[src/hw/sd_cmd_pkg.sv]
package sd_cmd_pkg;

	// widths that carry a meaning on the command line
	typedef logic [5:0]   cmd_index_t;
	typedef logic [31:0]  cmd_arg_t;
	typedef logic [6:0]   crc7_t;
	typedef logic [7:0]   frame_len_t;
	typedef logic [135:0] response_t;

	// host command word, sent MSB first
	typedef struct packed {
		logic       start_bit;  // always 0 on the wire
		logic       trans_bit;  // 1 = host to card
		cmd_index_t index;
		cmd_arg_t   arg;
	} cmd_fields_t;

	localparam frame_len_t long_frame_len  = 8'd136;
	localparam frame_len_t short_frame_len = 8'd48;

	// R2 (cmd2, cmd9, cmd10) is long, cmd0 has no reply
	function automatic frame_len_t frame_len_for(input cmd_index_t index);
		case (index)
			6'd2, 6'd9, 6'd10: begin
				return long_frame_len;
			end
			6'd0: begin
				return 8'd0;
			end
			default: begin
				return short_frame_len;
			end
		endcase
	endfunction

endpackage

[src/hw/cmd_serializer.sv]
`timescale 1ns/100ps

module cmd_serializer import sd_cmd_pkg::*; (
	input  logic        sd_clock,
	input  logic        rst_n,
	input  logic        load,
	input  cmd_fields_t cmd,
	output logic        ser_bit,
	output logic        ser_done
);

	logic [47:0] shift_q;
	logic [5:0]  bit_cnt;   // index of the frame bit now on ser_bit
	logic        active;
	crc7_t       crc;
	crc7_t       crc_next;
	logic        crc_fb;

	// x^7 + x^3 + 1, fed with the bit currently presented
	assign crc_fb   = shift_q[47] ^ crc[6];
	assign crc_next = {crc[5:0], 1'b0} ^ ({7{crc_fb}} & 7'h09);

	assign ser_bit  = shift_q[47];
	assign ser_done = active && (bit_cnt == 6'd0);

	always_ff @(posedge sd_clock) begin
		if (!rst_n) begin
			active  <= 1'b0;
			bit_cnt <= 6'd0;
			crc     <= '0;
		end else if (load) begin
			active  <= 1'b1;
			bit_cnt <= 6'd47;
			crc     <= '0;
		end else if (active) begin
			bit_cnt <= bit_cnt - 6'd1;
			if (bit_cnt == 6'd0)
				active <= 1'b0;
			if (bit_cnt >= 6'd8)
				crc <= crc_next;  // only the 40 command bits count
		end
	end

	// shifter; tail is replaced by crc and end bit after bit 8
	always_ff @(posedge sd_clock) begin
		if (load) begin
			shift_q <= {cmd, 8'h01};
		end else if (active) begin
			if (bit_cnt == 6'd8)
				shift_q <= {crc_next, 1'b1, 40'd0};
			else
				shift_q <= {shift_q[46:0], 1'b0};
		end
	end

endmodule

[config.mk]
export PLATFORM = sky130hd
export DESIGN_NAME = cmd_serializer
export DESIGN_NICKNAME = d
export VERILOG_FILES = /design/src/hw/sd_cmd_pkg.sv /design/src/hw/cmd_serializer.sv
export SDC_FILE = /design/constraint.sdc
export NUM_CORES = 1
export LEC_CHECK = 0
export BUFFER_PORTS_ARGS = -buffer_cell sky130_fd_sc_hd__buf_2
export CAP_MARGIN = 20
export CORE_UTILIZATION = 38
export DETAILED_ROUTE_END_ITERATION = 6
export RECOVER_POWER = 50
export SYNTH_ARGS = -nofsm -noshare
export SYNTH_HDL_FRONTEND = slang
export SYNTH_SLANG_ARGS = --single-unit
[constraint.sdc]
create_clock -name sd_clock -period 1.9 [get_ports sd_clock]
set_clock_uncertainty 0.05 [all_clocks]
set_input_delay 0.19 -clock sd_clock [delete_from_list [all_inputs] [get_ports sd_clock]]
set_output_delay 0.19 -clock sd_clock [all_outputs]
set_load 0.02 [all_outputs]
==> Word-level counts from Yosys, hierarchy flattened <==
Cells that the tools add are included.
{ "totals": {"in_bits": 43, "register_bits": 62, "word_cells": 25, "output_inout_bits": 2} }
{ "classes": {"mux": 8, "order_cmp": 1, "bitwise": 3, "add_sub_neg": 1, "n_eq_ne": 1, "n_reduce_logical": 5} }
{ "ops": {"columns": ["cell", "n"], "rows": [
  ["48-bit 2-to-1 mux", 3],
  ["6-bit 2-to-1 mux", 2],
  ["7-bit by 4-bit bitwise XOR with 7-bit output", 1],
  ["6-bit by 4-bit equality test with 1-bit output, second input constant", 1],
  ["6-bit by 4-bit greater-or-equal comparator with 1-bit output, second input constant", 1],
  ["6-bit zero test", 1],
  ["6-bit by 1-bit subtractor with 6-bit output, second input constant", 1],
  ["1-bit 2-to-1 mux", 3],
  ["2-bit AND reduction", 1],
  ["2-bit nonzero test", 1],
  ["2-bit OR reduction", 1],
  ["1-bit logical AND", 1],
  ["1-bit inverter", 1],
  ["1-bit bitwise XOR", 1]
]} }

==> Longest topological paths before layout <==
{ "depth": {"word_depth": 5, "mapped_depth": 7} }

==> Least setup slack after synthesis <==
Ideal clock, no wire load.
{ "synth_timing": {"kind": "register -> register", "from": "register active", "to": "register shift_q[10], enable pin", "arrival_time_ps": 1604, "period_less_slack_ps": 2033, "setup_slack_ps": -133, "n_path_buf": 2, "path_stages_with_launch": 4, "path_cell_list": "dfxtp_1 > clkbuf_1 > buf_1 > or2_2"} }
{ "synth_via": {"elab_chain_cells": 1} }
{ "synth_rtl": {"columns": ["element", "line_no", "rtl"], "rows": [
  ["from (decl)", "cmd_serializer.sv:14", "logic active;"],
  ["from (signal assigned)", "cmd_serializer.sv:28", "active <= 1'b0;"],
  ["from (signal assigned)", "cmd_serializer.sv:32", "active <= 1'b1;"],
  ["from (signal assigned)", "cmd_serializer.sv:38", "active <= 1'b0;"],
  ["2-bit nonzero test (no line)", null, null],
  ["to (signal assigned)", "cmd_serializer.sv:47", "shift_q <= {cmd, 8'h01};"],
  ["to (signal assigned)", "cmd_serializer.sv:50", "shift_q <= {crc_next, 1'b1, 40'd0};"],
  ["to (signal assigned)", "cmd_serializer.sv:52", "shift_q <= {shift_q[46:0], 1'b0};"],
  ["to (decl)", "cmd_serializer.sv:12", "logic [47:0] shift_q;"]
]} }
Every way passes these cells.
A chain may end at the register's enable or synchronous reset.

==> Worst setup path after layout <==
{ "layout_timing": {"from": "register bit_cnt[0]", "to": "output port ser_done"} }
{ "layout_via": {"elab_chain_cells": 2} }
{ "layout_rtl": {"columns": ["element", "line_no", "rtl"], "rows": [
  ["from (decl)", "cmd_serializer.sv:13", "logic [5:0] bit_cnt;"],
  ["from (signal assigned)", "cmd_serializer.sv:36", "bit_cnt <= bit_cnt - 6'd1;"],
  ["6-bit zero test", "cmd_serializer.sv:24", "assign ser_done = active && (bit_cnt == 6'd0);"],
  ["1-bit logical AND", "cmd_serializer.sv:24", null],
  ["to (decl)", "cmd_serializer.sv:9", "output logic ser_done"]
]} }
Every way passes these cells.

==> run_results.csv <==
group,metric,value,unit
grt,grt_max_degree,36,
synth,yosysSeqAreaShare,56.28,%
layout,multi_input_area,1186,um^2
sta,fin_crit,1.980,ns
sta,rsz0062_at_grt,"true",
layout,drive_gt1_share,27.92,%
power_and_ir_drop,pwr-share-clk,42.8,%
sta,worst_slack,-0.07998,ns
worst_setup_path,worstPathMaxFanout,2,
synth,synth_seq_cells,62,
route,drt-wirelength-per-cell,13.46,um
worst_setup_path,critical_path_arrival,1.74,ns
power_and_ir_drop,power.density,949.6,nW/um^2
place,gp_congestion,0.7974,
power_and_ir_drop,combPwrFrac,12.4,%
clock_tree,cts_hold_buf,0,
sta,worst_slew_pin_slew,0.6974,ns
die,io_pins,45,
layout,syn2layout_area_growth,28.44,%
synth,syn_inst,284,
synth,synth_area,2917,um^2
worst_setup_path,crit_type,"flip-flop to output port",
sta,slew_violations,0,
worst_setup_path,cp_cell_sequence,"inv_2, ha_4, or4b_4, buf_8, nor3_4, buf_6",
grt,antenna_found_initial,0,
layout,instances_no_fill,450,
power_and_ir_drop,sw_frac_of_total,22.34,%
worst_setup_path,slowest_stage,"or4b_4",
place,pre_cts_slack,-0.01740,ns
power_and_ir_drop,p_leak,1.467,nW
place,dp.cells,425,
synth,postSynthAreaPerCell,10.27,um^2
hold_path,hold_depth,3,
place,io_buffer_count,44,
synth,synthArstFlopShare,0,%
grt,track_usage,15.55,%
power_and_ir_drop,intPower,2.762,mW
sta,relSlewSlack,53.51,%
synth,yosys_warnings,0,
route,drcViolationCount,0,
route,ant_nets,0,
place,place_hpwl,3.759,mm
clock_tree,cts.sinks,62,
clock_tree,cts_buffer_depth,2,
sta,fin_crit_sh,104.2,%
die,dieWidth,89.61,um
clock_tree,root_buffer,"clkbuf_8",
layout,fin_nets,390,
die,core-area,7331,um^2
die,die_area,8029,um^2
synth,synth_flop_cell,"edfxtp_1",
die,rows,31,
clock_tree,tritoncts,"done",
route,drtPass1Iterations,5,
power_and_ir_drop,vdd_drop_max,0.0008382,V
die,die_h,89.61,um
power_and_ir_drop,p_seq_share,44.9,%
sta,setup_viol,27,
worst_setup_path,end_kind,"output port",
worst_setup_path,cp.required,1.66,ns
route,wl,6.056,mm
route,initialDrtViolationCount,106,
run,maxCapViolCount,0,
power_and_ir_drop,p_sw,794.8,uW
worst_setup_path,critPathLaunchType,"flip-flop",
synth,synthDistinctLibCells,40,
layout,diodes,0,
sta,hold_viol,0,
clock_tree,clk_pin_slew,0.07,ns
grt,grt.overflow.total,0,
clock_tree,numCtsBuffers,9,
grt,grt_pass1_vias,2001,
layout,seqCellArea,1644,um^2
worst_setup_path,rr_worst_depth,8,
die,start_util,39.78,%
grt,grt_first_pass_wirelength,9.232,mm
synth,syn-num-nets,328,
route,via_per_inst,4.916,
hold_path,hold_path.class,"input port to flip-flop",
status,violations,"setup timing",
sta,fmax,505.1,MHz
layout,n_fill_cell,683,
status,status,"complete, but fails checks",
route,routed-via-count,2212,
synth,synth_edf_count,40,
clock_tree,insertion_delay,0.34,ns
clock_tree,h-tree-depth,3,
worst_setup_path,cpPeakStageDelay,0.48,ns
==> critical path, delay by kind of cell, from the launching register on <==
family        cells  cell delay, ns
buf+inv           3            0.35
fa+ha+maj         1            0.13
simple gates      2            0.60
flops             1            0.32
==> routing by layer <==
layer / vias up / GRT usage (%) / routed length, um
met5: - / 0 / 0
met4: 0 / 7.215 / 64
met2: 52 / 23.00 / 2721
li1: 1122 / - / -
met1: 1031 / 20.78 / 2976
met3: 7 / 4.936 / 294
==> sequential cells by signal, indices dropped and copies added (netlist names) <==
name and count:
crc 7, bit_cnt 6, shift_q 48, active 1
==> Yosys cell counts (all sizes together), types with 2 or more instances <==
cell type / n / area [um^2]
clkbuf: 11 / 42.54
o311ai: 5 / 43.79
o21ai: 34 / 181.4
dfxtp: 22 / 440.4
nor4b: 2 / 23.77
buf: 10 / 70.06
a21oi: 12 / 60.06
nand2: 55 / 206.5
mux2i: 6 / 60.06
o211ai: 13 / 97.59
o21a: 5 / 37.54
nor2: 9 / 33.78
xnor2: 4 / 35.03
nand2b: 33 / 206.5
inv: 4 / 15.01
edfxtp: 40 / 1201
and3: 2 / 12.51
o31ai: 2 / 20.02
or2: 2 / 12.51
==> worst paths after layout <==
kind	from	to	slack, ns
max	bit_cnt[0]	ser_done	-0.08
min	cmd[25]	shift_q[33]	0.07
max reg2reg	bit_cnt[0]	shift_q[22]	-0.07
min reg2reg	shift_q[7]	shift_q[7]	0.41
==> power by group through the flow <==
stage / logic [mW] / registers (mW) / clock network (mW)
after floorplan: 0.241 / 1.61 / 0
after global placement: 0.372 / 1.62 / 0
after detailed placement: 0.377 / 1.62 / 0
after CTS: 0.412 / 1.60 / 1.55
after global routing: 0.488 / 1.61 / 1.61
final: 0.439 / 1.60 / 1.52
==> logic make-up after synthesis <==
group	after synthesis	synth area share, %
buffers and inverters	26	4.504
multiplexers	6	2.059
flip-flops	62	56.28
XOR/XNOR	6	2.316
AND/OR/NAND/NOR	110	18.75
AO/OA/AOI/OAI	73	15.66
adder cells (fa/ha/maj)	1	0.4289
==> cell type report <==
class / instances / area share (%)
sequential: 62 / 43.89
multi-input combinational: 196 / 31.66
timing repair buffer: 72 / 13.69
clock inverter: 7 / 3.641
clock buffer: 9 / 3.307
tap: 99 / 3.307
inverter: 5 / 0.5010
==> timing repair <==
action                                  CTS  global route
cloned                                    0             3
gates resized for setup                  16            12
endpoints found under the setup margin    3            39
pin swaps                                 2             5
setup buffers                             5             1
==> cell usage in the layout (no fill, tap or decap), drive strengths merged, types with 2 or more instances in the layout <==
cell type,n
inv,4
or2,2
dfxtp,22
mux2i,6
buf,67
and3,2
nor2,9
o31ai,2
clkinv,3
o311ai,5
o21ai,34
nand2,55
nor4b,2
a21oi,12
edfxtp,40
nand2b,33
clkbuf,14
o21a,5
xnor2,4
o211ai,13
bufinv,4
==> metrics by stage <==
step           hold WS, ns  area (um^2)  total power, mW   TNS, ns  util [%]
3_5_place_dp        0.3995         3336            2.000  -0.02912     45.50
3_3_place_gp        0.3901         3336            1.993         0     45.50
5_1_grt            0.06673         3746            3.707    -3.270     51.10
6_report           0.07093         3746            3.557    -1.357     51.10
2_1_floorplan       0.2575         2924            1.853         0         -
4_1_cts            0.06098         3680            3.559  -0.07917     50.20
Power figures use the tool's default switching activity.
