File: config.mk
export PLATFORM = sky130hd
export DESIGN_NAME = cmd_deserializer
export DESIGN_NICKNAME = d
export VERILOG_FILES = /design/src/hw/sd_cmd_pkg.sv /design/src/hw/cmd_deserializer.sv
export SDC_FILE = /design/constraint.sdc
export NUM_CORES = 1
export LEC_CHECK = 0
export BUFFER_PORTS_ARGS = -buffer_cell sky130_fd_sc_hd__buf_2
export CORE_MARGIN = 5
export CORE_UTILIZATION = 38
export CTS_BUF_LIST = sky130_fd_sc_hd__clkbuf_8
export DETAILED_ROUTE_END_ITERATION = 10
export GPL_ROUTABILITY_DRIVEN = 1
export HOLD_SLACK_MARGIN = 0.08
export PLACE_DENSITY_LB_ADDON = 0.1
export SYNTH_ARGS = -nofsm -noshare
export SYNTH_HDL_FRONTEND = slang
export SYNTH_SLANG_ARGS = --single-unit
File: constraint.sdc
create_clock -name sd_clock -period 1.7 [get_ports sd_clock]
set_clock_uncertainty 0.1 [all_clocks]
set_input_delay 0.34 -clock sd_clock [delete_from_list [all_inputs] [get_ports sd_clock]]
set_output_delay 0.34 -clock sd_clock [all_outputs]
set_load 0.05 [all_outputs]
File: src/hw/sd_cmd_pkg.sv
package sd_cmd_pkg;

	// widths that carry a meaning on the command line
	typedef logic [5:0]   cmd_index_t;
	typedef logic [31:0]  cmd_arg_t;
	typedef logic [6:0]   crc7_t;
	typedef logic [7:0]   frame_len_t;
	typedef logic [135:0] response_t;

	// host command word, sent MSB first
	typedef struct packed {
		logic       start_bit;  // always 0 on the wire
		logic       trans_bit;  // 1 = host to card
		cmd_index_t index;
		cmd_arg_t   arg;
	} cmd_fields_t;

	localparam frame_len_t long_frame_len  = 8'd136;
	localparam frame_len_t short_frame_len = 8'd48;

	// R2 (cmd2, cmd9, cmd10) is long, cmd0 has no reply
	function automatic frame_len_t frame_len_for(input cmd_index_t index);
		case (index)
			6'd2, 6'd9, 6'd10: begin
				return long_frame_len;
			end
			6'd0: begin
				return 8'd0;
			end
			default: begin
				return short_frame_len;
			end
		endcase
	endfunction

endpackage

File: src/hw/cmd_deserializer.sv
`timescale 1ns/100ps

module cmd_deserializer import sd_cmd_pkg::*; (
	input  logic       sd_clock,
	input  logic       rst_n,
	input  logic       rx_arm,
	input  frame_len_t rx_len,
	input  logic       pin_in,
	output logic       rx_done,
	output response_t  rx_data,
	output logic       start_seen
);

	typedef enum logic [1:0] {
		rx_hunt,
		rx_shift,
		rx_hold
	} rx_state_t;

	rx_state_t  state;
	frame_len_t bit_cnt;  // bits taken so far, start bit included
	response_t  shift_q;

	assign rx_data    = shift_q;
	assign start_seen = (state != rx_hunt);

	always_ff @(posedge sd_clock) begin
		if (!rst_n) begin
			state   <= rx_hunt;
			bit_cnt <= '0;
			rx_done <= 1'b0;
		end else begin
			rx_done <= 1'b0;
			if (!rx_arm) begin
				state   <= rx_hunt;
				bit_cnt <= '0;
			end else begin
				case (state)
					rx_hunt: if (!pin_in) begin
						state   <= rx_shift;
						bit_cnt <= 8'd1;
					end
					rx_shift: begin
						bit_cnt <= bit_cnt + 8'd1;
						if (bit_cnt == rx_len - 8'd1) begin
							state   <= rx_hold;
							rx_done <= 1'b1;
						end
					end
					default: ;  // wait for disarm
				endcase
			end
		end
	end

	// right aligned, upper bits stay zero for short frames
	always_ff @(posedge sd_clock) begin
		if (rx_arm && state == rx_hunt && !pin_in)
			shift_q <= '0;
		else if (rx_arm && state == rx_shift)
			shift_q <= {shift_q[134:0], pin_in};
	end

endmodule

### Word level (Yosys, flattened, before mapping)

Cells that the tools add are included.
W data, S select, Z words.

* $add $sub $neg: 2
* eq/ne operators: 4
* multiplexer cells: 6
* reductions and logical operators: 11

Operator list (number)
* $pmux W8 S2: 1
* $add A8 B1 Y8 const B: 1
* $eq A8 B8 Y1: 1
* $mux W8: 1
* $sub A8 B1 Y8 const B: 1
* $reduce_and A3 Y1: 2
* $mux W2: 2
* $ne A2 B2 Y1 const B: 2
* $pmux W2 S2: 1
* $reduce_and A2 Y1: 2
* $reduce_bool A2 Y1: 2
* $logic_and A1 B1 Y1: 3
* $eq A2 B1 Y1 const B: 1
* $logic_not A2 Y1: 1
* $logic_not A1 Y1: 1
* $mux W1: 1

* flip-flop bits (word level): 147
* bits of input ports: 12
* word-level logic and storage cells: 27

### Depth between registers and ports, before layout

Gate-level depths: netlist of the first run.

* depth in word-level cells: 4
* mapped depth: 7
* gate-level depth less buffers: 7

### Worst setup path before layout of the first run

Ideal clock, no wire load.

* path type: input -> register
* from: in rx_len[0]
* to: reg state[1]
* library setup time: 0.067 ns
* data arrival time: 1.505 ns
* required time: 1.533 ns
* path slack: 0.028 ns
* stages on the path: 7
* buffers on the path: 0
* cells stage by stage: inv_1 > ha_1 > xnor2_1 > nor3_1 > nand4_1 > or3_4 > a21oi_2

* word-level cells in the longest chain between the ends: 4

RTL lines
* start: declaration: RTL line cmd_deserializer.sv:7 `input frame_len_t rx_len,`
* $sub A8 B1 Y8: RTL line cmd_deserializer.sv:45 `if (bit_cnt == rx_len - 8'd1) begin`
* $eq A8 B8 Y1: RTL line cmd_deserializer.sv:45
* $ne A2 B2 Y1 (no source line)
* $reduce_and A3 Y1 (no source line)
* end signal: assignment: RTL line cmd_deserializer.sv:35 `state <= rx_hunt;`
* end signal: assignment: RTL line cmd_deserializer.sv:40 `state <= rx_shift;`
* end signal: assignment: RTL line cmd_deserializer.sv:46 `state <= rx_hold;`
* end: declaration: RTL line cmd_deserializer.sv:20 `rx_state_t state;`

Every way passes these cells.
A chain may end at the register's enable or synchronous reset.

### Worst setup path in the final report of the first run

* from: reg state[1]
* to: out start_seen

* word-level cells in the longest chain between the ends: 1

RTL lines
* start signal: assignment: RTL line cmd_deserializer.sv:29 `state <= rx_hunt;`
* start signal: assignment: RTL line cmd_deserializer.sv:35
* start signal: assignment: RTL line cmd_deserializer.sv:40
* $reduce_bool A2 Y1: RTL line cmd_deserializer.sv:25 `assign start_seen = (state != rx_hunt);`
* end: declaration: RTL line cmd_deserializer.sv:11 `output logic start_seen`

Every way passes these cells.

==> results.txt, run 1 <==
Status = finished, final reports clean
Layout cells sized above 1 = 0.2569
Synth area leaders = dfxtp_1, nand2_1, a21oi_1, buf_2, xnor2_1
WP data arrival = 1.17 ns
Hold depth = 3
Seq pwr share = 0.499
Crit-path max FO = 5
Clk slew on worst S/H paths = 0.08 ns
Hold crit path type = in -> reg
Detail Route Antenna Nets = 0
Critical Path Stages = 2
Max Clk Rate = 0.6200 GHz
Port Buf Inserts = 149
Htree depth = 4
R2R setup slack = 0.09 ns
Setup CP Type = reg -> out
DRC = 0
Sequential-to-total area share from yosys stat = 0.5462
Power share of the clock group = 0.459
R2R Path End = state[1]$_SDFFE_PN0P_
Std-Cell Rows = 43
Crit path to = start_seen
Startpoint Class = flop
Largest net degree at the start of global routing = 69
Final Max Tran Viols = 0
Peak supply drop = 0.6176 mV
Max_slew headroom = 0.6996
Worst r2r src = state[1]$_SDFFE_PN0P_
CP max stage delay = 0.34 ns
Yosys top cell area share = 0.5462
Post-synth EDFFs = 0
Finished Core Util = 0.4989
Final Cycle Share = 0.9488
Grt ovf = 0
Commonest non-fill, non-tap cells in the layout = nand2_1, buf_2, dfxtp_1, a21oi_1, clkbuf_8
CP max-delay cell = dfxtp_2
Net Count, Synth = 693
Worst-Margin Slew = 0.4495 ns
Routed len/inst = 13.02 um
Pwr dens = 998.2 nW/um^2
Die Ht = 129.1 um
Syn. warnings = 0
R2r worst-path depth = 5
DR WL met2 = 6169 um
Routed metal-1 wirelength = 5809 um
Clock latency on the worst-skew pair = 0.44 ns
I/O Pins = 150
Cell variety after synth = 36
Commonest non-fill, non-tap cell in the layout = nand2_1
Starting density of the core = 0.3881
Final Hold Slack = 0.3101 ns
Total GRT Usage = 0.1612
Root Driver = clkbuf_8
Total Die Area = 16660 sq um
Ant. Diodes = 0
DP HPWL = 9067 um
Worst setup path startpoint = state[1]$_SDFFE_PN0P_
Main synth FF type = dfxtp_1
Antenna violations before repair = 0
Nets = 835
CTS Sinks = 147
Crit. End Element = output pin
Comb pwr share = 0.041
Vias = 4860
Final hold vios = 0
Met3 WL = 1047 um
CP top delay family = flip-flops
CTS tree = yes
Number of global-route vias before repair = 4579
Pleak = 0.002924 uW
Unrepaired setup endpoints after global routing = false
Internal Power = 5471 uW
TritonRoute pass-1 iters = 4
Post-synth top area cell = dfxtp_1
CTS Buf Count = 17
Die width = 129.1 um
CP Buf/Inv Count = 1
Power, Total = 6913 uW
Crit path required time = 1.26 ns
DRT Wirelength = 13190 um
MaxCap Viol Count = 0
Routability Congestion = 0.7927
Initial DRC Count = 296
Register bit total from synthesis = 147
Net Switching = 1442 uW
Top layer in use = met4
CTS max path bufs = 2
Final setup viols = 0
First-pass GRT wire length = 21720 um
Layout area overhead = 28.54%
Synth Cell Area = 5388 sq um
Avg Inst Size Synth = 7.935 sq um
Critical Path, Cell by Cell = or2_4, buf_8
Via density = 4.798
Asr flop ratio synth = 0
Core footprint = 13880 sq um
Switch share = 0.2086
Final min period = 1.613 ns
Synth Instances = 679
## layout make-up
cell class	count	area, sq um
clock inverter	9	175.2
fill	1376	6955
timing repair buffer	169	1046
multi-input combinational	481	2212
sequential	147	2945
clock buffer	22	302.8
tap	180	225.2
inverter	5	18.77
## cell usage after synthesis (2+ instances only)
| library cell | count |
|---|---|
| nand2_1 | 279 |
| dfxtp_1 | 147 |
| a21oi_1 | 140 |
| buf_2 | 21 |
| buf_1 | 10 |
| nor2_1 | 10 |
| clkbuf_1 | 9 |
| nand3_1 | 8 |
| xnor2_1 | 6 |
| xor2_1 | 6 |
| inv_1 | 5 |
| buf_4 | 4 |
| nor3_1 | 4 |
| mux2_2 | 3 |
| buf_6 | 2 |
| ha_1 | 2 |
| nand4_1 | 2 |
| nor2_4 | 2 |
| or2_2 | 2 |
## repair_timing
action | 4_1_cts | 5_1_grt
buffers inserted | 0 | 0
hold endpoints to repair | 1 | 0
resized for setup | 7 | 1
pin swaps | 0 | 0
hold buffers | 1 | 0
endpoints found under the setup margin | 2 | 4
## power groups by stage
| stage | Combinational (uW) | Sequential (uW) | Clock, uW |
|---|---|---|---|
| 3_3_place_gp | 274 | 3530 | 0 |
| 3_5_place_dp | 281 | 3530 | 0 |
| 5_1_grt | 312 | 3450 | 3410 |
| 2_1_floorplan | 174 | 3540 | 0 |
| 4_1_cts | 288 | 3450 | 3270 |
| 6_report | 286 | 3450 | 3170 |
## worst min-delay path: cells and delay by family
| kind | cells | cell delay [ns] |
|---|---|---|
| AOI/OAI and AO/OA | 1 | 0.04 |
| and+or+nand+nor | 1 | 0.34 |
| buffers and inverters | 1 | 0.09 |
## how the worst min path moves through the flow
stage / from / end / slack (ns)
6_report: rst_n / state[1]$_SDFFE_PN0P_ / 0.31
5_1_grt: rst_n / state[1]$_SDFFE_PN0P_ / 0.29
4_1_cts: rst_n / state[1]$_SDFFE_PN0P_ / 0.26
3_5_place_dp: rx_data[28]$_SDFFE_PP0P_ / rx_data[28]$_SDFFE_PP0P_ / 0.36
3_3_place_gp: rx_data[28]$_SDFFE_PP0P_ / rx_data[29]$_SDFFE_PP0P_ / 0.35
2_1_floorplan: state[1]$_SDFFE_PN0P_ / state[1]$_SDFFE_PN0P_ / 0.36
## registers in the layout, summed over array words and instances, names as in the netlist
signal and cells:
rx_data 136, state 2, bit_cnt 8, rx_done 1
## routing by layer
layer	vias up	track usage
li1	2479	-
met1	2234	0.2028
met3	12	0.06389
met4	0	0.06238
met5	-	0
met2	135	0.2497
## per-stage QoR
step           setup slack, ns  instances  setup TNS [ns]  instance area [sq um]
2_1_floorplan          0.02758        679               0                   5388
3_3_place_gp           -0.1453        981         -0.2755                   6415
3_5_place_dp           -0.2841        981         -0.6882                   6415
4_1_cts                0.03210       1013               0                   6923
5_1_grt               0.009030       1013               0                   6925
6_report               0.08698       1013               0                   6925
## cell families (layout without fill, tap and decap cells)
| group | Yosys count | after routing | share of synthesized area |
|---|---|---|---|
| simple gates | 316 | 316 | 0.2353 |
| compound gates | 148 | 148 | 0.1421 |
| flops | 147 | 147 | 0.5462 |
| buf+inv | 51 | 205 | 0.04598 |
| xor+xnor | 12 | 12 | 0.01951 |
| mux | 3 | 3 | 0.006270 |
| fa+ha+maj | 2 | 2 | 0.004644 |
Note: power is estimated with default switching activity, not from simulation.
==> inputs of run 2 (changes only) <==
==> constraint.sdc (replaced) <==
create_clock -name sd_clock -period 1.5 [get_ports sd_clock]
set_clock_uncertainty 0.1 [all_clocks]
set_input_delay 0.3 -clock sd_clock [delete_from_list [all_inputs] [get_ports sd_clock]]
set_output_delay 0.3 -clock sd_clock [all_outputs]
set_load 0.05 [all_outputs]
==> run 2 against run 1 <==
Against the previous run:
- the flow now finishes with violations (negative setup slack)
- clock-buffer cell count shrank 3
- critical path type is now reg -> reg
- final area grew 32%
- final cell count grew 6.9%
- non-clock buffer count grew 69
- setup slack lost 0.26 ns
- routed wire length grew 42%
- core utilization grew 16 points
- register-to-register slack lost 0.26 ns
==> results.txt, run 2 (same netlist as run 1, synthesis figures left out) <==
Final setup viols = 140 (+140)
DP HPWL = 9009 um (-0.64%)
Die width = 129.1 um (unchanged)
Max_slew headroom = 0.7055 (+0.005960)
Pre-CTS setup slack = -0.3964 ns (-0.1122 ns)
Initial DRC Count = 412 (+39%)
DRT Wirelength = 18730 um (+42%)
CTS tree = yes
Hold crit path type = in -> reg
Final min period = 1.677 ns
MaxCap Viol Count = 0 (unchanged)
DRC = 0 (unchanged)
WP data arrival = 1.90 ns (+0.73 ns)
Critical Path, Cell by Cell = buf_6, or3_4, nor2_4, buf_12, buf_12, buf_12, buf_12, a21oi_1
Core footprint = 13880 sq um (unchanged)
Worst setup margin = -0.1770 ns (-0.2640 ns)
Crit-path most repeated cell = buf_12
Vias = 5595 (+15%)
Clock latency on the worst-skew pair = 0.44 ns (about the same)
Failing checks = negative setup slack
CTS Buf Count = 17 (unchanged)
Routed len/inst = 17.29 um (+33%)
Seq pwr share = 0.494 (-0.005)
Internal Power = 6039 uW (+10%)
Detail Route Antenna Nets = 0 (unchanged)
Commonest non-fill, non-tap cell in the layout = nand2_1
Total GRT Usage = 0.2055 (+0.04430)
Crit. End Element = flop
Std-Cell Rows = 43 (unchanged)
Max Clk Rate = 0.5963 GHz
Antenna violations before repair = 0 (unchanged)
Number of global-route vias before repair = 5143 (+12%)
I/O Pins = 150 (unchanged)
Worst-Margin Slew = 0.4406 ns (-0.008920 ns)
Largest net degree at the start of global routing = 19 (-72%)
Fill cells = 1078 (-22%)
Routability Congestion = 0.7774 (-1.9%)
CP max-delay cell = or3_4
Status = finished with violations
Power share of the clock group = 0.407 (-0.052)
Final Cell Area = 9160 sq um (+32%)
Switch share = 0.2371 (+0.02854)
Commonest non-fill, non-tap cells in the layout = nand2_1, dfxtp_1, buf_4, a21oi_2, a21oi_1
Pwr dens = 864.2 nW/um^2 (-13%)
Peak supply drop = 0.5640 mV (-8.7%)
Net Switching = 1877 uW (+30%)
Comb pwr share = 0.099 (+0.058)
R2r worst-path depth = 8 (+3)
Layout area overhead = 70.02%
Via density = 5.166 (+7.7%)
Crit path required time = 1.72 ns (+0.46 ns)
Final hold vios = 0 (unchanged)
Final Max Tran Viols = 0 (unchanged)
Total Die Area = 16660 sq um (unchanged)
Final Cycle Share = 1.118
TritonRoute pass-1 iters = 5 (+1)
CTS Sinks = 147 (unchanged)
Clk slew on worst S/H paths = 0.08 ns (about the same)
Nets = 905 (+8.4%)
Placement Cell Area = 6648 sq um (+3.6%)
Setup tns final = -14.33 ns (-14.33 ns)
Startpoint Class = flop
Die Ht = 129.1 um (unchanged)
Unrepaired setup endpoints after global routing = true
CTS max path bufs = 2 (unchanged)
CP max stage delay = 0.36 ns (+0.02 ns)
Port Buf Inserts = 149 (unchanged)
Setup CP Type = reg -> reg
Grt ovf = 0 (unchanged)
Starting density of the core = 0.3881 (unchanged)
Root Driver = clkbuf_8
Ant. Diodes = 0 (unchanged)
Layout cells sized above 1 = 0.4563 (+0.1994)
Htree depth = 4 (unchanged)
Pleak = 0.003535 uW (+21%)
Hold depth = 4 (+1)
First-pass GRT wire length = 27090 um (+25%)
Max FFs per register = 136 (unchanged)
Crit-path max FO = 5 (unchanged)
==> run 2: layout make-up <==
type                       count  area, sq um  share of cell area
sequential                   147         2959              0.3230
timing repair buffer         238         2784              0.3039
multi-input combinational    482         2746              0.2998
clock buffer                  19        261.5             0.02855
tap                          180        225.2             0.02459
clock inverter                12        152.6             0.01666
inverter                       5        31.28            0.003415
==> run 2: power groups by stage <==
stage | sequential, uW | combinational [uW] | clock [uW]
after floorplan | 4010 | 227 | 0
after global placement | 4000 | 356 | 0
after detailed placement | 4000 | 364 | 0
after CTS | 3910 | 684 | 3270
after global routing | 3910 | 821 | 3470
final | 3910 | 785 | 3220
==> run 2: metrics by stage <==
step / hold WS, ns / util / power, uW / instances
final: 0.2760 / 0.6599 / 7916 / 1083
after global routing: 0.2604 / 0.6599 / 8206 / 1083
after CTS: 0.2151 / 0.6010 / 7870 / 1062
after detailed placement: 0.3449 / 0.4789 / 4368 / 989
after global placement: 0.3439 / 0.4789 / 4359 / 989
after floorplan: 0.3360 / - / 4241 / 679
==> run 2: critical path, delay by kind of cell (launching register included) <==
| kind | cells | cell delay [ns] |
|---|---|---|
| flops | 1 | 0.34 |
| compound gates | 1 | 0.04 |
| buf+inv | 5 | 0.58 |
| simple gates | 2 | 0.52 |
==> run 2: metal layers <==
| layer | global-route usage | wire length (um) | share of wire | vias up |
|---|---|---|---|---|
| met3 | 0.05812 | 1342 | 0.072 | 34 |
| met4 | 0.05930 | 398 | 0.021 | 0 |
| met2 | 0.3384 | 9108 | 0.49 | 200 |
| li1 | - | - | - | 2649 |
| met1 | 0.2645 | 7881 | 0.42 | 2712 |
| met5 | 0 | 0 | 0 | - |
==> run 2: path summary, 6_finish.rpt <==
| kind | start | end | slack (ns) |
|---|---|---|---|
| min | pin_in | state[0]$_SDFFE_PN0P_ | 0.28 |
| max reg2reg | state[0]$_SDFFE_PN0P_ | rx_data[119]$_SDFFE_PP0P_ | -0.18 |
| min reg2reg | rx_data[135]$_SDFFE_PP0P_ | rx_data[135]$_SDFFE_PP0P_ | 0.35 |
| max | state[0]$_SDFFE_PN0P_ | rx_data[119]$_SDFFE_PP0P_ | -0.18 |
==> run 2: timing repair <==
action,in CTS,in global routing
endpoints found under the setup margin,228,215
resized for setup,141,184
endpoints found under the hold margin,1,0
gates cloned,25,8
buffers inserted,16,19
hold buffers,1,0
pin swaps,3,17
