`config.mk`:
```
export PLATFORM = sky130hd
export DESIGN_NAME = cmd_phys_controller
export DESIGN_NICKNAME = d
export VERILOG_FILES = /design/src/hw/sd_cmd_pkg.sv /design/src/hw/cmd_phys_controller.sv
export SDC_FILE = /design/constraint.sdc
export NUM_CORES = 1
export LEC_CHECK = 0
export BUFFER_PORTS_ARGS = -buffer_cell sky130_fd_sc_hd__buf_4
export CORE_AREA = 4 4 141 143
export DETAILED_ROUTE_END_ITERATION = 6
export DIE_AREA = 0 0 145 147
export HOLD_SLACK_MARGIN = 0.03
export PLACE_DENSITY = 0.68
export SKIP_CTS_REPAIR_TIMING = 1
export SYNTH_ARGS = -nofsm -noshare
export SYNTH_HDL_FRONTEND = slang
export SYNTH_SLANG_ARGS = --single-unit
```
`constraint.sdc`:
```
create_clock -name sd_clock -period 6.05 [get_ports sd_clock]
set_clock_uncertainty 0.05 [all_clocks]
set_input_delay 0.605 -clock sd_clock [delete_from_list [all_inputs] [get_ports sd_clock]]
set_output_delay 0.605 -clock sd_clock [all_outputs]
set_load 0.1 [all_outputs]
```
`src/hw/sd_cmd_pkg.sv`:
```
package sd_cmd_pkg;

	// widths that carry a meaning on the command line
	typedef logic [5:0]   cmd_index_t;
	typedef logic [31:0]  cmd_arg_t;
	typedef logic [6:0]   crc7_t;
	typedef logic [7:0]   frame_len_t;
	typedef logic [135:0] response_t;

	// host command word, sent MSB first
	typedef struct packed {
		logic       start_bit;  // always 0 on the wire
		logic       trans_bit;  // 1 = host to card
		cmd_index_t index;
		cmd_arg_t   arg;
	} cmd_fields_t;

	localparam frame_len_t long_frame_len  = 8'd136;
	localparam frame_len_t short_frame_len = 8'd48;

	// R2 (cmd2, cmd9, cmd10) is long, cmd0 has no reply
	function automatic frame_len_t frame_len_for(input cmd_index_t index);
		case (index)
			6'd2, 6'd9, 6'd10: begin
				return long_frame_len;
			end
			6'd0: begin
				return 8'd0;
			end
			default: begin
				return short_frame_len;
			end
		endcase
	endfunction

endpackage

```
`src/hw/cmd_phys_controller.sv`:
```
`timescale 1ns/100ps

module cmd_phys_controller import sd_cmd_pkg::*; #(
	parameter int resp_timeout = 64
) (
	input  logic        sd_clock,
	input  logic        rst_n,
	// host side
	input  logic        strobe_in,
	input  logic        ack_in,
	input  logic        idle_in,
	input  cmd_fields_t cmd_to_send,
	output logic        ack_out,
	output logic        strobe_out,
	output logic        timeout_out,
	output response_t   response,
	// serializer
	output logic        load,
	output cmd_fields_t cmd,
	input  logic        ser_done,
	// deserializer
	output logic        rx_arm,
	output frame_len_t  rx_len,
	input  logic        rx_done,
	input  response_t   rx_data,
	input  logic        start_seen,
	// pad
	output logic        drive_en
);

	typedef enum logic [1:0] {
		idle,
		send,
		listen,
		deliver
	} ctl_state_t;

	// our own end bit is still in the pad and input pipeline for two cycles
	localparam int turnaround = 2;
	localparam int wait_w     = $clog2(resp_timeout + turnaround + 1);

	localparam logic [wait_w-1:0] arm_point = wait_w'(turnaround);
	localparam logic [wait_w-1:0] wait_last = wait_w'(resp_timeout + turnaround - 1);

	ctl_state_t        state;
	cmd_fields_t       cmd_q;
	logic [wait_w-1:0] wait_cnt;

	assign cmd    = cmd_q;
	assign rx_len = frame_len_for(cmd_q.index);

	// first send cycle is the load cycle, serializer has no bit yet
	assign drive_en = (state == send) && !load;
	assign rx_arm   = (state == listen) && (wait_cnt >= arm_point);

	always_ff @(posedge sd_clock) begin
		if (!rst_n) begin
			state       <= idle;
			ack_out     <= 1'b0;
			load        <= 1'b0;
			strobe_out  <= 1'b0;
			timeout_out <= 1'b0;
			response    <= '0;
			wait_cnt    <= '0;
		end else begin
			ack_out     <= 1'b0;
			load        <= 1'b0;
			timeout_out <= 1'b0;
			if (idle_in) begin
				state      <= idle;  // abort, pin released via drive_en
				strobe_out <= 1'b0;
			end else begin
				case (state)
					idle: begin
						if (strobe_in) begin
							ack_out <= 1'b1;
							load    <= 1'b1;
							state   <= send;
						end
					end
					send: begin
						if (ser_done) begin
							wait_cnt <= '0;
							if (rx_len == 8'd0)
								state <= idle;  // cmd0, nothing comes back
							else
								state <= listen;
						end
					end
					listen: begin
						if (rx_done) begin
							response   <= rx_data;
							strobe_out <= 1'b1;
							state      <= deliver;
						end else if (!start_seen) begin
							if (wait_cnt == wait_last) begin
								timeout_out <= 1'b1;
								state       <= idle;
							end else begin
								wait_cnt <= wait_cnt + 1'b1;
							end
						end
					end
					deliver: begin
						// hold response until the host takes it
						if (ack_in) begin
							strobe_out <= 1'b0;
							state      <= idle;
						end
					end
					default: state <= idle;
				endcase
			end
		end
	end

	// command latched on acceptance, stable while it is shifted out
	always_ff @(posedge sd_clock) begin
		if (state == idle && strobe_in && !idle_in)
			cmd_q <= cmd_to_send;
	end

endmodule

```
After elaboration in Yosys (flattened, before gate mapping)
Index checks and enable logic that the tools add are counted.
{ "word_totals": {"ff_bits": 188, "word_cells": 70} }
{ "classes": {"add_sub_neg": 1, "n_eq_ne": 16, "muxes": 19, "n_reduce_logical": 19, "order_cmp": 1, "bitwise_logic": 4} }
{ "op_table": {"columns": ["operator", "n"], "rows": [
  ["7-bit 2-to-1 mux", 4],
  ["8-bit case mux with 2 select lines", 1],
  ["2-bit 2-to-1 mux", 7],
  ["2-bit inequality test, second input constant", 7],
  ["7-bit case mux with 2 select lines", 1],
  ["6-bit by 4-bit equality test with 1-bit output, second input constant", 2],
  ["8-bit zero test", 1],
  ["2-bit case mux with 4 select lines", 1],
  ["7-bit by 1-bit adder with 7-bit output, second input constant", 1],
  ["7-bit equality test, second input constant", 1],
  ["7-bit by 2-bit greater-or-equal comparator with 1-bit output, second input constant", 1],
  ["6-bit by 2-bit equality test with 1-bit output, second input constant", 1],
  ["6-bit zero test", 1],
  ["3-bit AND reduction", 2],
  ["6-bit AND reduction", 1],
  ["3-bit OR reduction", 2],
  ["5-bit AND reduction", 1],
  ["5-bit OR reduction", 1],
  ["2-bit equality test, second input constant", 2],
  ["1-bit logical AND", 4],
  ["1-bit 2-to-1 mux", 4],
  ["1-bit inverter", 4],
  ["2-bit nonzero test", 2],
  ["3-bit by 2-bit inequality test with 1-bit output, second input constant", 1],
  ["6 further kinds", 7]
]} }

Logic depth before layout (Yosys ltp)
Gate-level depths: netlist of the first run.
{ "logic_depth": {"ltp_word": 7, "ltp_mapped": 7} }

Least setup slack after synthesis of the first run
No wires, ideal clock.
{ "synth_timing": {"path_type": "register -> output", "from": "reg cmd_q, in the netlist cmd[33]", "to": "out rx_len[5]", "setup_slack_ns": 1.562, "path_stages_with_launch": 5, "arrival_time_ns": 3.833, "path_cell_list": "edfxtp_1 > mux2i_1 > and2_1 > a21oi_1 > buf_4"} }
{ "synth_via": {"elab_chain_cells": 3, "elab_cells_between_ends": 6, "cone_classes": "eq/ne: 3; mux: 1; reduce/logical: 2"} }
{ "synth_lines": {"columns": ["item", "line_no", "rtl"], "rows": [
  ["start: declaration", "cmd_phys_controller.sv:46", "cmd_fields_t cmd_q;"],
  ["start signal: assignment", "cmd_phys_controller.sv:120", "cmd_q <= cmd_to_send;"],
  ["6-bit by 2-bit equality test with 1-bit output or 6-bit by 4-bit equality test with 1-bit output (tied branches)", "sd_cmd_pkg.sv:23", "case (index)"],
  ["3-bit OR reduction", "sd_cmd_pkg.sv:23", null],
  ["8-bit case mux with 2 select lines *", "sd_cmd_pkg.sv:23", null],
  ["end: declaration", "cmd_phys_controller.sv:23", "output frame_len_t rx_len,"]
]} }
Mark *: on every way between the ends. The rest lies on a longest branch, timed or not.

Final worst setup path of the first run
{ "layout_timing": {"from": "reg state[0]", "to": "reg response[16]"} }
{ "layout_via": {"elab_chain_cells": 2} }
{ "layout_lines": {"columns": ["item", "line_no", "rtl"], "rows": [
  ["start: declaration", "cmd_phys_controller.sv:45", "ctl_state_t state;"],
  ["start signal: assignment", "cmd_phys_controller.sv:58", "state <= idle;"],
  ["start signal: assignment", "cmd_phys_controller.sv:70", "state <= idle;"],
  ["start signal: assignment", "cmd_phys_controller.sv:78", "state <= send;"],
  ["2-bit equality test", "cmd_phys_controller.sv:73", "case (state)"],
  ["3-bit AND reduction (no line)", null, null],
  ["end signal: assignment", "cmd_phys_controller.sv:92", "response <= rx_data;"],
  ["end: declaration", "cmd_phys_controller.sv:16", "output response_t response,"]
]} }
No other way between the ends.
A chain may end at the register's enable or synchronous reset.

==> impl_metrics.csv, run 1 <==
group,metric,value,unit
run_status,outcome,"completed",
yosys,syn_inst,732,
sta,fin_crit_sh,46.6,%
place,dp_hpwl,14900,um
finish,fill_cells,1698,
sta,relSlewSlack,23.6,%
setup_path,arrival,3.11,ns
yosys,async_reset_ff_share,0,%
power_and_ir_drop,vdd_drop_max,0.183,mV
die,std_cell_rows,50,
place,routabilityCongestion,0.823,
grt,grt_start_max_net_pins,91,
setup_path,worstSetupStartpoint,"state[0]",
finish,num_antenna_cells,0,
grt,antenna_found_initial,0,
sta,grt_setup_unrepaired,"no",
detailed_routing,drt_first_iter_violations,325,
clocking,root_buffer,"clkbuf_16",
setup_path,reg2regPathDepth,5,
sta,slew_violations,0,
clocking,cts_sinks,188,
clocking,cts.path.max_buffers,2,
yosys,synth-edff-count,40,
sta,finalSetupViolations,0,
yosys,avgSynthCellArea,9.49,um^2
yosys,yosysUniqueCellTypes,34,
die,start_util,37.4,%
setup_path,reg2reg_from,"state[0]",
min_path,hold_path_class,"input port to register",
run,cap_violations,0,
sta,max_freq,355,MHz
setup_path,critical_path_required,6.34,ns
min_path,hold_start,"cmd_to_send[5]",
clocking,insertion_delay,0.42,ns
detailed_routing,drtPass1Iterations,6,
setup_path,endpoint_kind,"register",
yosys,netlist_area,6940,um^2
yosys,yosysTopAreaCell,"dfxtp_1",
finish,drive_above_1_share,37.4,%
yosys,synth-main-ff-cell,"dfxtp_1",
sta,holdWs,0.297,ns
detailed_routing,via_per_inst,4.65,
yosys,yosys_warnings,0,
grt,grt-ovfl-total,0,
yosys,synthTopCellsByArea,"dfxtp_1 (43%), edfxtp_1 (17%), nand2_1 (15%)",
die,ios,374,
die,die_x,145,um
clocking,cts-buffers-inserted,17,
detailed_routing,final_antenna_net_count,0,
sta,tns,0,ns
sta,hold_violations,0,
sta,tightestPinTransition,1.14,ns
finish,layout_common_cells,"buf_4 (373), nand2_1 (284), dfxtp_1 (148), a21boi_0 (138), edfxtp_1 (40)",
power_and_ir_drop,p_per_area,261,nW/um^2
yosys,ys_seq_area_share,60.0,%
power_and_ir_drop,leakage,0.00424,uW
die,dieArea,21300,um^2
setup_path,critical_path_class,"register to register",
clocking,ctsHtreeMaxLevel,4,
clocking,cts_tree,"yes",
detailed_routing,drc,0,
finish,final_common_cell,"buf_4",
die,core,18600,um^2
finish,area_growth,49.9,%
grt,grt_pass1_vias,6064,
yosys,synth_seq_cells,188,
yosys,yosysTopAreaCellShare,42.7,%
clocking,clkSlewWorstSetupHoldPaths,0.07,ns
min_path,hold_depth,1,
grt,grt_pass1_wl,32300,um
detailed_routing,wl,20600,um
detailed_routing,num_vias,6132,
place,placement.io_buffers,369,
grt,grt.total_usage,18.8,%
die,die_h,147,um
setup_path,critPathMaxFanout,72,
sta,fin_crit,2.82,ns
finish,nNetsFinal,1258,
detailed_routing,post_drt_wl_per_cell,15.7,um
setup_path,cp-start-kind,"register",
==> per-stage QoR <==
stage	worst slack, ns	instance area [um^2]	power [uW]	cells	utilization (%)
2_1_floorplan	1.56	6960	1500	735	-
3_3_place_gp	3.32	9820	1620	1286	52.8
3_5_place_dp	3.27	9820	1620	1286	52.8
4_1_cts	3.24	10400	2740	1318	56.0
5_1_grt	2.98	10400	2810	1318	56.0
6_report	3.23	10400	2720	1318	56.0
==> kinds of logic after synthesis <==
| logic type | count (synthesis) | share of synthesized area, % |
|---|---|---|
| other cells | 1 | 0.0540 |
| compound gates | 163 | 17.4 |
| flops | 188 | 60.0 |
| simple gates | 316 | 18.1 |
| mux | 2 | 0.288 |
| buf+inv | 59 | 3.71 |
| fa+ha+maj | 3 | 0.541 |
==> power breakdown <==
group	leakage [uW]	switching [uW]	internal (uW)
combinational	0.00240	176	109
sequential	0.00157	6.94	1300
clock	0.000280	509	618
==> path summary, 6_finish.rpt <==
check | endpoint | slack [ns]
setup / recovery | response[16] | 3.23
hold / removal | cmd[5] | 0.30
setup reg to reg | response[16] | 3.23
hold reg to reg | response[2] | 0.41
==> final cells by class <==
type | instances | area, um^2 | share of cell area [%]
flip-flops and latches | 188 | 4160 | 40.0
repair buffers | 373 | 2800 | 26.9
multi-input cells | 488 | 2550 | 24.5
clock buffers | 17 | 425 | 4.09
well taps | 234 | 293 | 2.81
clock inverters | 15 | 165 | 1.59
inverters | 3 | 11.3 | 0.108
==> synth_stat cells (2+ instances only) <==
| master | number |
|---|---|
| a211o_1 | 2 |
| a211oi_1 | 2 |
| nor3_1 | 4 |
| a21oi_1 | 10 |
| buf_1 | 7 |
| mux2i_1 | 2 |
| inv_1 | 3 |
| nor2_1 | 8 |
| clkbuf_1 | 39 |
| buf_4 | 7 |
| nand3_1 | 4 |
| a21boi_0 | 138 |
| nand2b_1 | 4 |
| nand2_1 | 284 |
| edfxtp_1 | 40 |
| dfxtp_1 | 148 |
| ha_1 | 3 |
| nor3b_1 | 2 |
| and2_1 | 2 |
| buf_2 | 2 |
| a2111o_1 | 4 |
| o21ai_0 | 5 |
==> sequential cells by signal (all words and copies together), names as in the netlist <==
name         count
cmd             40
load             1
response       136
state            2
strobe_out       1
timeout_out      1
wait_cnt         7
==> critical path: stages (launching register included) <==
cell	delay, ns
dfxtp_1	0.52
nand2b_1	0.30
or3b_4	0.70
buf_4	0.73
nand2_1	0.13
a21boi_0	0.22
==> routing by layer <==
metal  global-route usage, %  wire length [um]  part of all wire, %
met1                    21.3              8220                   40
met2                    31.6              9990                   48
met3                    7.19              1690                  8.2
met4                    8.93               742                  3.6
met5                       0                 0                    0
Power figures use the tool's default switching activity.
==> run 2: changes to the inputs <==
- ABC_AREA: unset -> 1
- CORE_AREA: 4 4 141 143 -> 4 4 143 145
- DIE_AREA: 0 0 145 147 -> 0 0 147 149
- PLACE_DENSITY: 0.68 -> 0.65
- clock period: 6.05 -> 2.6 ns (I/O delays scaled with it)
==> impl_metrics.csv, run 2 <==
group,metric,value,unit
run_status,outcome,"completed",
grt,grt_pass1_wl,30800,um
min_path,hold_path_class,"input port to register",
power_and_ir_drop,vdd_drop_max,0.437,mV
yosys,netlist_area,6710,um^2
grt,grt.total_usage,17.6,%
sta,tns,0,ns
sta,fin_crit_sh,79.6,%
yosys,synth.most_common_cell,"nor2_1",
finish,fin_cells,1454,
detailed_routing,num_vias,6371,
setup_path,endpoint_kind,"primary output",
yosys,synthAdderAreaFrac,0.559,%
yosys,synth_compound_area_share,11.4,%
place,dp.cells,1366,
clocking,root_buffer,"clkbuf_16",
grt,grt_start_max_net_pins,119,
yosys,ys_seq_area_share,62.0,%
sta,slew_violations,0,
yosys,synth-edff-count,40,
yosys,yosysTopAreaCellShare,44.1,%
power_and_ir_drop,p_seq_share,47.6,%
yosys,yosysTopAreaCell,"dfxtp_1",
finish,nNetsFinal,1363,
clocking,cts_sinks,188,
finish,multi_input_area,2230,um^2
die,die_h,149,um
sta,relSlewSlack,39.2,%
yosys,syn_inst,774,
place,routabilityCongestion,0.851,
yosys,async_reset_ff_share,0,%
die,ios,374,
die,std_cell_rows,51,
power_and_ir_drop,p_per_area,594,nW/um^2
finish,finish.utilization,56.1,%
place,postPlaceCellArea,9670,um^2
sta,grt_setup_unrepaired,"no",
setup_path,cpLargestDelayFamily,"simple AND/OR/NAND/NOR gates",
finish,fill_cells,1751,
finish,fin_area,10800,um^2
clocking,clkSlewWorstSetupHoldPaths,0.07,ns
finish,largest_register,"response",
detailed_routing,drc,0,
yosys,synthTopCellsByArea,"dfxtp_1 (44%), edfxtp_1 (18%), nor2_1 (17%)",
yosys,synthSimpleGateAreaFrac,20.1,%
yosys,synthTopCellsByCount,"nor2_1 (301), dfxtp_1 (148), o21ai_0 (131)",
finish,area_growth,60.6,%
detailed_routing,post_drt_wl_per_cell,14.4,um
finish,final_common_cell,"buf_4",
yosys,synth_top_family_by_area,"simple AND/OR/NAND/NOR gates",
yosys,avgSynthCellArea,8.67,um^2
yosys,yosys_warnings,0,
grt,grt_pass1_vias,5678,
setup_path,arrival,1.76,ns
clocking,cts-buffers-inserted,17,
run,cap_violations,0,
finish,largest_register_ff_count,136,
finish,seqCellArea,4160,um^2
sta,tightestPinTransition,0.912,ns
setup_path,slowest_delay,0.41,ns
power_and_ir_drop,leakage,0.00473,uW
sta,max_freq,483,MHz
power_and_ir_drop,power_frac_clock,38.4,%
yosys,synth_seq_cells,188,
yosys,synth_xor_area_share,0.130,%
place,placement.io_buffers,369,
detailed_routing,via_per_inst,4.38,
yosys,synthMuxAreaShare,0,%
setup_path,crit_chain,"nor2_2 -> nand2_1 -> nor3b_4 -> buf_4",
detailed_routing,drtPass1Iterations,4,
clocking,ctsHtreeMaxLevel,4,
yosys,yosysUniqueCellTypes,26,
die,die_x,147,um
finish,drive_above_1_share,34.9,%
grt,grt-ovfl-total,0,
sta,finalSetupViolations,0,
power_and_ir_drop,p_int,4630,uW
power_and_ir_drop,p_comb_share,14.0,%
sta,holdWs,0.0295,ns
setup_path,cp-start-kind,"register",
detailed_routing,final_antenna_net_count,0,
setup_path,slowest_stage,"edfxtp_1",
power_and_ir_drop,swShare,27.8,%
power_and_ir_drop,p_switching,1780,uW
place,dp_hpwl,14600,um
setup_path,path_buf_inv,1,
sta,fin_crit,2.07,ns
setup_path,critical_path_required,2.29,ns
setup_path,critPathMaxFanout,3,
finish,layout_common_cells,"buf_4 (373), nor2_1 (299), dfxtp_1 (148), o21ai_0 (131), dlygate4sd3_1 (56)",
die,start_util,35.0,%
die,dieArea,21900,um^2
yosys,synth-main-ff-cell,"dfxtp_1",
grt,antenna_found_initial,0,
detailed_routing,drt_first_iter_violations,295,
finish,num_antenna_cells,0,
detailed_routing,wl,20900,um
die,core,19200,um^2
clocking,cts.path.max_buffers,2,
setup_path,critical_path_class,"register to primary output",
clocking,cts_tree,"yes",
clocking,insertion_delay,0.41,ns
sta,hold_violations,0,
## run 2: cell types whose count changed in the layout (fill, tap and decap cells not counted), moves of 4 or more
cell / change
nor2_1: +292
nand2_1: -253
a21boi_0: -138
o21ai_0: +126
dlygate4sd3_1: +56
inv_1: +21
o21ai_1: +13
inv_6: +5
a2111o_1: -4
a21oi_1: -4
nand2b_1: -4
nand3_1: +4
## run 2: power by group through the flow
stage	sequential [uW]	combinational, uW	clock (uW)
6_report	3050	896	2460
5_1_grt	3060	951	2680
4_1_cts	3050	829	2530
3_3_place_gp	3120	825	0
3_5_place_dp	3120	828	0
2_1_floorplan	3440	195	0
## run 2: final timing paths
kind	to	cells past startpoint	slack (ns)	from
worst max-delay path	rx_len[7]	4	0.53	cmd[37]
worst min-delay path	response[134]	3	0.03	rx_data[134]
worst max register to register	response[103]	7	0.60	state[0]
worst min register to register	strobe_out	2	0.43	strobe_out
## run 2: logic make-up after synthesis
kind of cell	count (synthesis)
fa+ha+maj	3
buf+inv	79
flops	188
compound gates	152
other cells	1
simple gates	350
xor+xnor	1
## run 2: cell type report
cell class,count,share of cell area (%)
Multi-Input combinational cell,510,20.6
Clock buffer,17,3.94
Clock inverter,15,1.17
Timing Repair Buffer,431,31.5
Sequential cell,188,38.6
Inverter,28,1.02
Tap cell,265,3.07
## run 2: metrics by stage
| stage | total power (uW) | setup slack, ns |
|---|---|---|
| 4_1_cts | 6420 | 0.501 |
| 3_3_place_gp | 3940 | 0.651 |
| 2_1_floorplan | 3630 | -0.605 |
| 5_1_grt | 6690 | 0.339 |
| 6_report | 6410 | 0.531 |
| 3_5_place_dp | 3950 | 0.618 |
## run 2: tightest hold or removal path: cells and delay by family
family | cells | cell delay (ns)
buffers and inverters | 1 | 0.08
and+or+nand+nor | 1 | 0.07
AOI/OAI and AO/OA | 1 | 0.05
## run 2: metal layers
layer / vias up / track usage, % / wire length, um
met1: 2859 / 21.0 / 8430
met4: 0 / 6.06 / 452
met3: 23 / 5.86 / 1490
li1: 3283 / - / -
met5: - / 0 / 0
met2: 206 / 29.8 / 10600
==> run 3: changes to the inputs <==
- clock period: 2.6 -> 2.1 ns (I/O delays scaled with it)
==> impl_metrics.csv, run 3 (synthesis results as in run 2) <==
group,metric,value,unit
run_status,outcome,"complete, but fails checks",
run_status,violations,"negative hold slack",
power_and_ir_drop,p_int,5840,uW
clocking,cts_tree,"yes",
power_and_ir_drop,leakage,0.00511,uW
power_and_ir_drop,p_per_area,692,nW/um^2
finish,fin_area,11700,um^2
die,core,19200,um^2
sta,grt_setup_unrepaired,"yes",
clocking,cts_sinks,188,
detailed_routing,drtPass1Iterations,4,
setup_path,endpoint_kind,"primary output",
grt,grt-ovfl-total,0,
sta,tns,0,ns
grt,grt_pass1_wl,30900,um
clocking,root_buffer,"clkbuf_16",
clocking,cts-buffers-inserted,17,
sta,tightestPinTransition,0.514,ns
detailed_routing,drt_first_iter_violations,335,
detailed_routing,num_vias,6848,
power_and_ir_drop,p_switching,2270,uW
clocking,ctsHtreeMaxLevel,4,
die,die_x,147,um
place,place_ws,0.418,ns
setup_path,critical_path_required,1.84,ns
finish,area_growth,74.5,%
sta,fin_crit_sh,95.1,%
grt,grt_pass1_vias,5901,
grt,antenna_found_initial,0,
power_and_ir_drop,fin_total_pwr,8110,uW
grt,grt_start_max_net_pins,81,
finish,largest_register,"response",
sta,fin_crit,2.00,ns
clocking,clkSlewWorstSetupHoldPaths,0.08,ns
sta,relSlewSlack,65.7,%
setup_path,critical_path_class,"register to primary output",
die,die_h,149,um
finish,num_antenna_cells,0,
power_and_ir_drop,vdd_drop_max,0.523,mV
finish,final_common_cell,"buf_4",
detailed_routing,final_antenna_net_count,0,
finish,drive_above_1_share,32.9,%
clocking,cts.path.max_buffers,2,
die,start_util,35.0,%
sta,hold_violations,11,
power_and_ir_drop,p_seq_share,46.6,%
sta,finalSetupViolations,0,
sta,holdWs,-0.0127,ns
detailed_routing,post_drt_wl_per_cell,14.7,um
finish,largest_register_ff_count,136,
power_and_ir_drop,p_comb_share,15.6,%
die,dieArea,21900,um^2
finish,nNetsFinal,1452,
die,ios,374,
finish,layout_common_cells,"buf_4 (373), nor2_1 (298), dfxtp_1 (148), dlygate4sd3_1 (142), o21ai_0 (131)",
detailed_routing,wl,22700,um
finish,fill_cells,1618,
power_and_ir_drop,swShare,28.0,%
power_and_ir_drop,power_frac_clock,37.8,%
grt,grt.total_usage,17.7,%
sta,finalWorstSetupSlack,0.102,ns
detailed_routing,drc,0,
min_path,hold_path_class,"input port to register",
setup_path,critPathMaxFanout,3,
sta,slew_violations,0,
place,dp_hpwl,15200,um
place,placement.io_buffers,369,
clocking,insertion_delay,0.41,ns
run,cap_violations,0,
setup_path,cp-start-kind,"register",
setup_path,arrival,1.74,ns
place,postPlaceCellArea,9740,um^2
place,routabilityCongestion,0.815,
sta,max_freq,501,MHz
detailed_routing,via_per_inst,4.44,
die,std_cell_rows,51,
-- run 3: worst paths after layout --
path,start,to,slack (ns),cells after the start
worst max-delay path,cmd[37],rx_len[7],0.10,4
worst min-delay path,rx_data[104],response[104],-0.01,3
worst max register to register,state[0],response[133],0.38,7
worst min register to register,strobe_out,strobe_out,0.42,2
-- run 3: power by group through the flow --
stage	combinational [uW]	clock, uW	sequential [uW]
floorplan	246	0	4260
global placement	1030	0	3860
detailed placement	1030	0	3860
CTS	1040	3150	3780
global route	1330	3290	3790
finish	1260	3060	3780
-- run 3: metrics by stage --
stage / std cells / util, %
floorplan: 777 / -
global placement: 1369 / 50.7
detailed placement: 1369 / 50.7
CTS: 1401 / 53.6
global route: 1543 / 61.0
finish: 1543 / 61.0
-- run 3: area by class of cell --
cell class / instances / area (um^2) / share of cell area, %
clock inverter: 14 / 123 / 1.05
sequential: 188 / 4160 / 35.5
clock buffer: 18 / 429 / 3.66
timing repair buffer: 520 / 4320 / 36.9
tap: 265 / 332 / 2.83
multi-input combinational: 510 / 2240 / 19.1
inverter: 28 / 110 / 0.940
-- run 3: routing by layer --
metal / GRT usage [%] / routed length (um)
met2: 31.0 / 11600
met4: 5.73 / 452
met3: 6.93 / 1800
met5: 0 / 0
met1: 20.0 / 8860
-- run 3: critical path: stages, from the launching register on --
cell and delay [ns]:
edfxtp_1 0.43, nor2_4 0.17, nand2_1 0.10, nor3b_4 0.28
buf_4 0.34
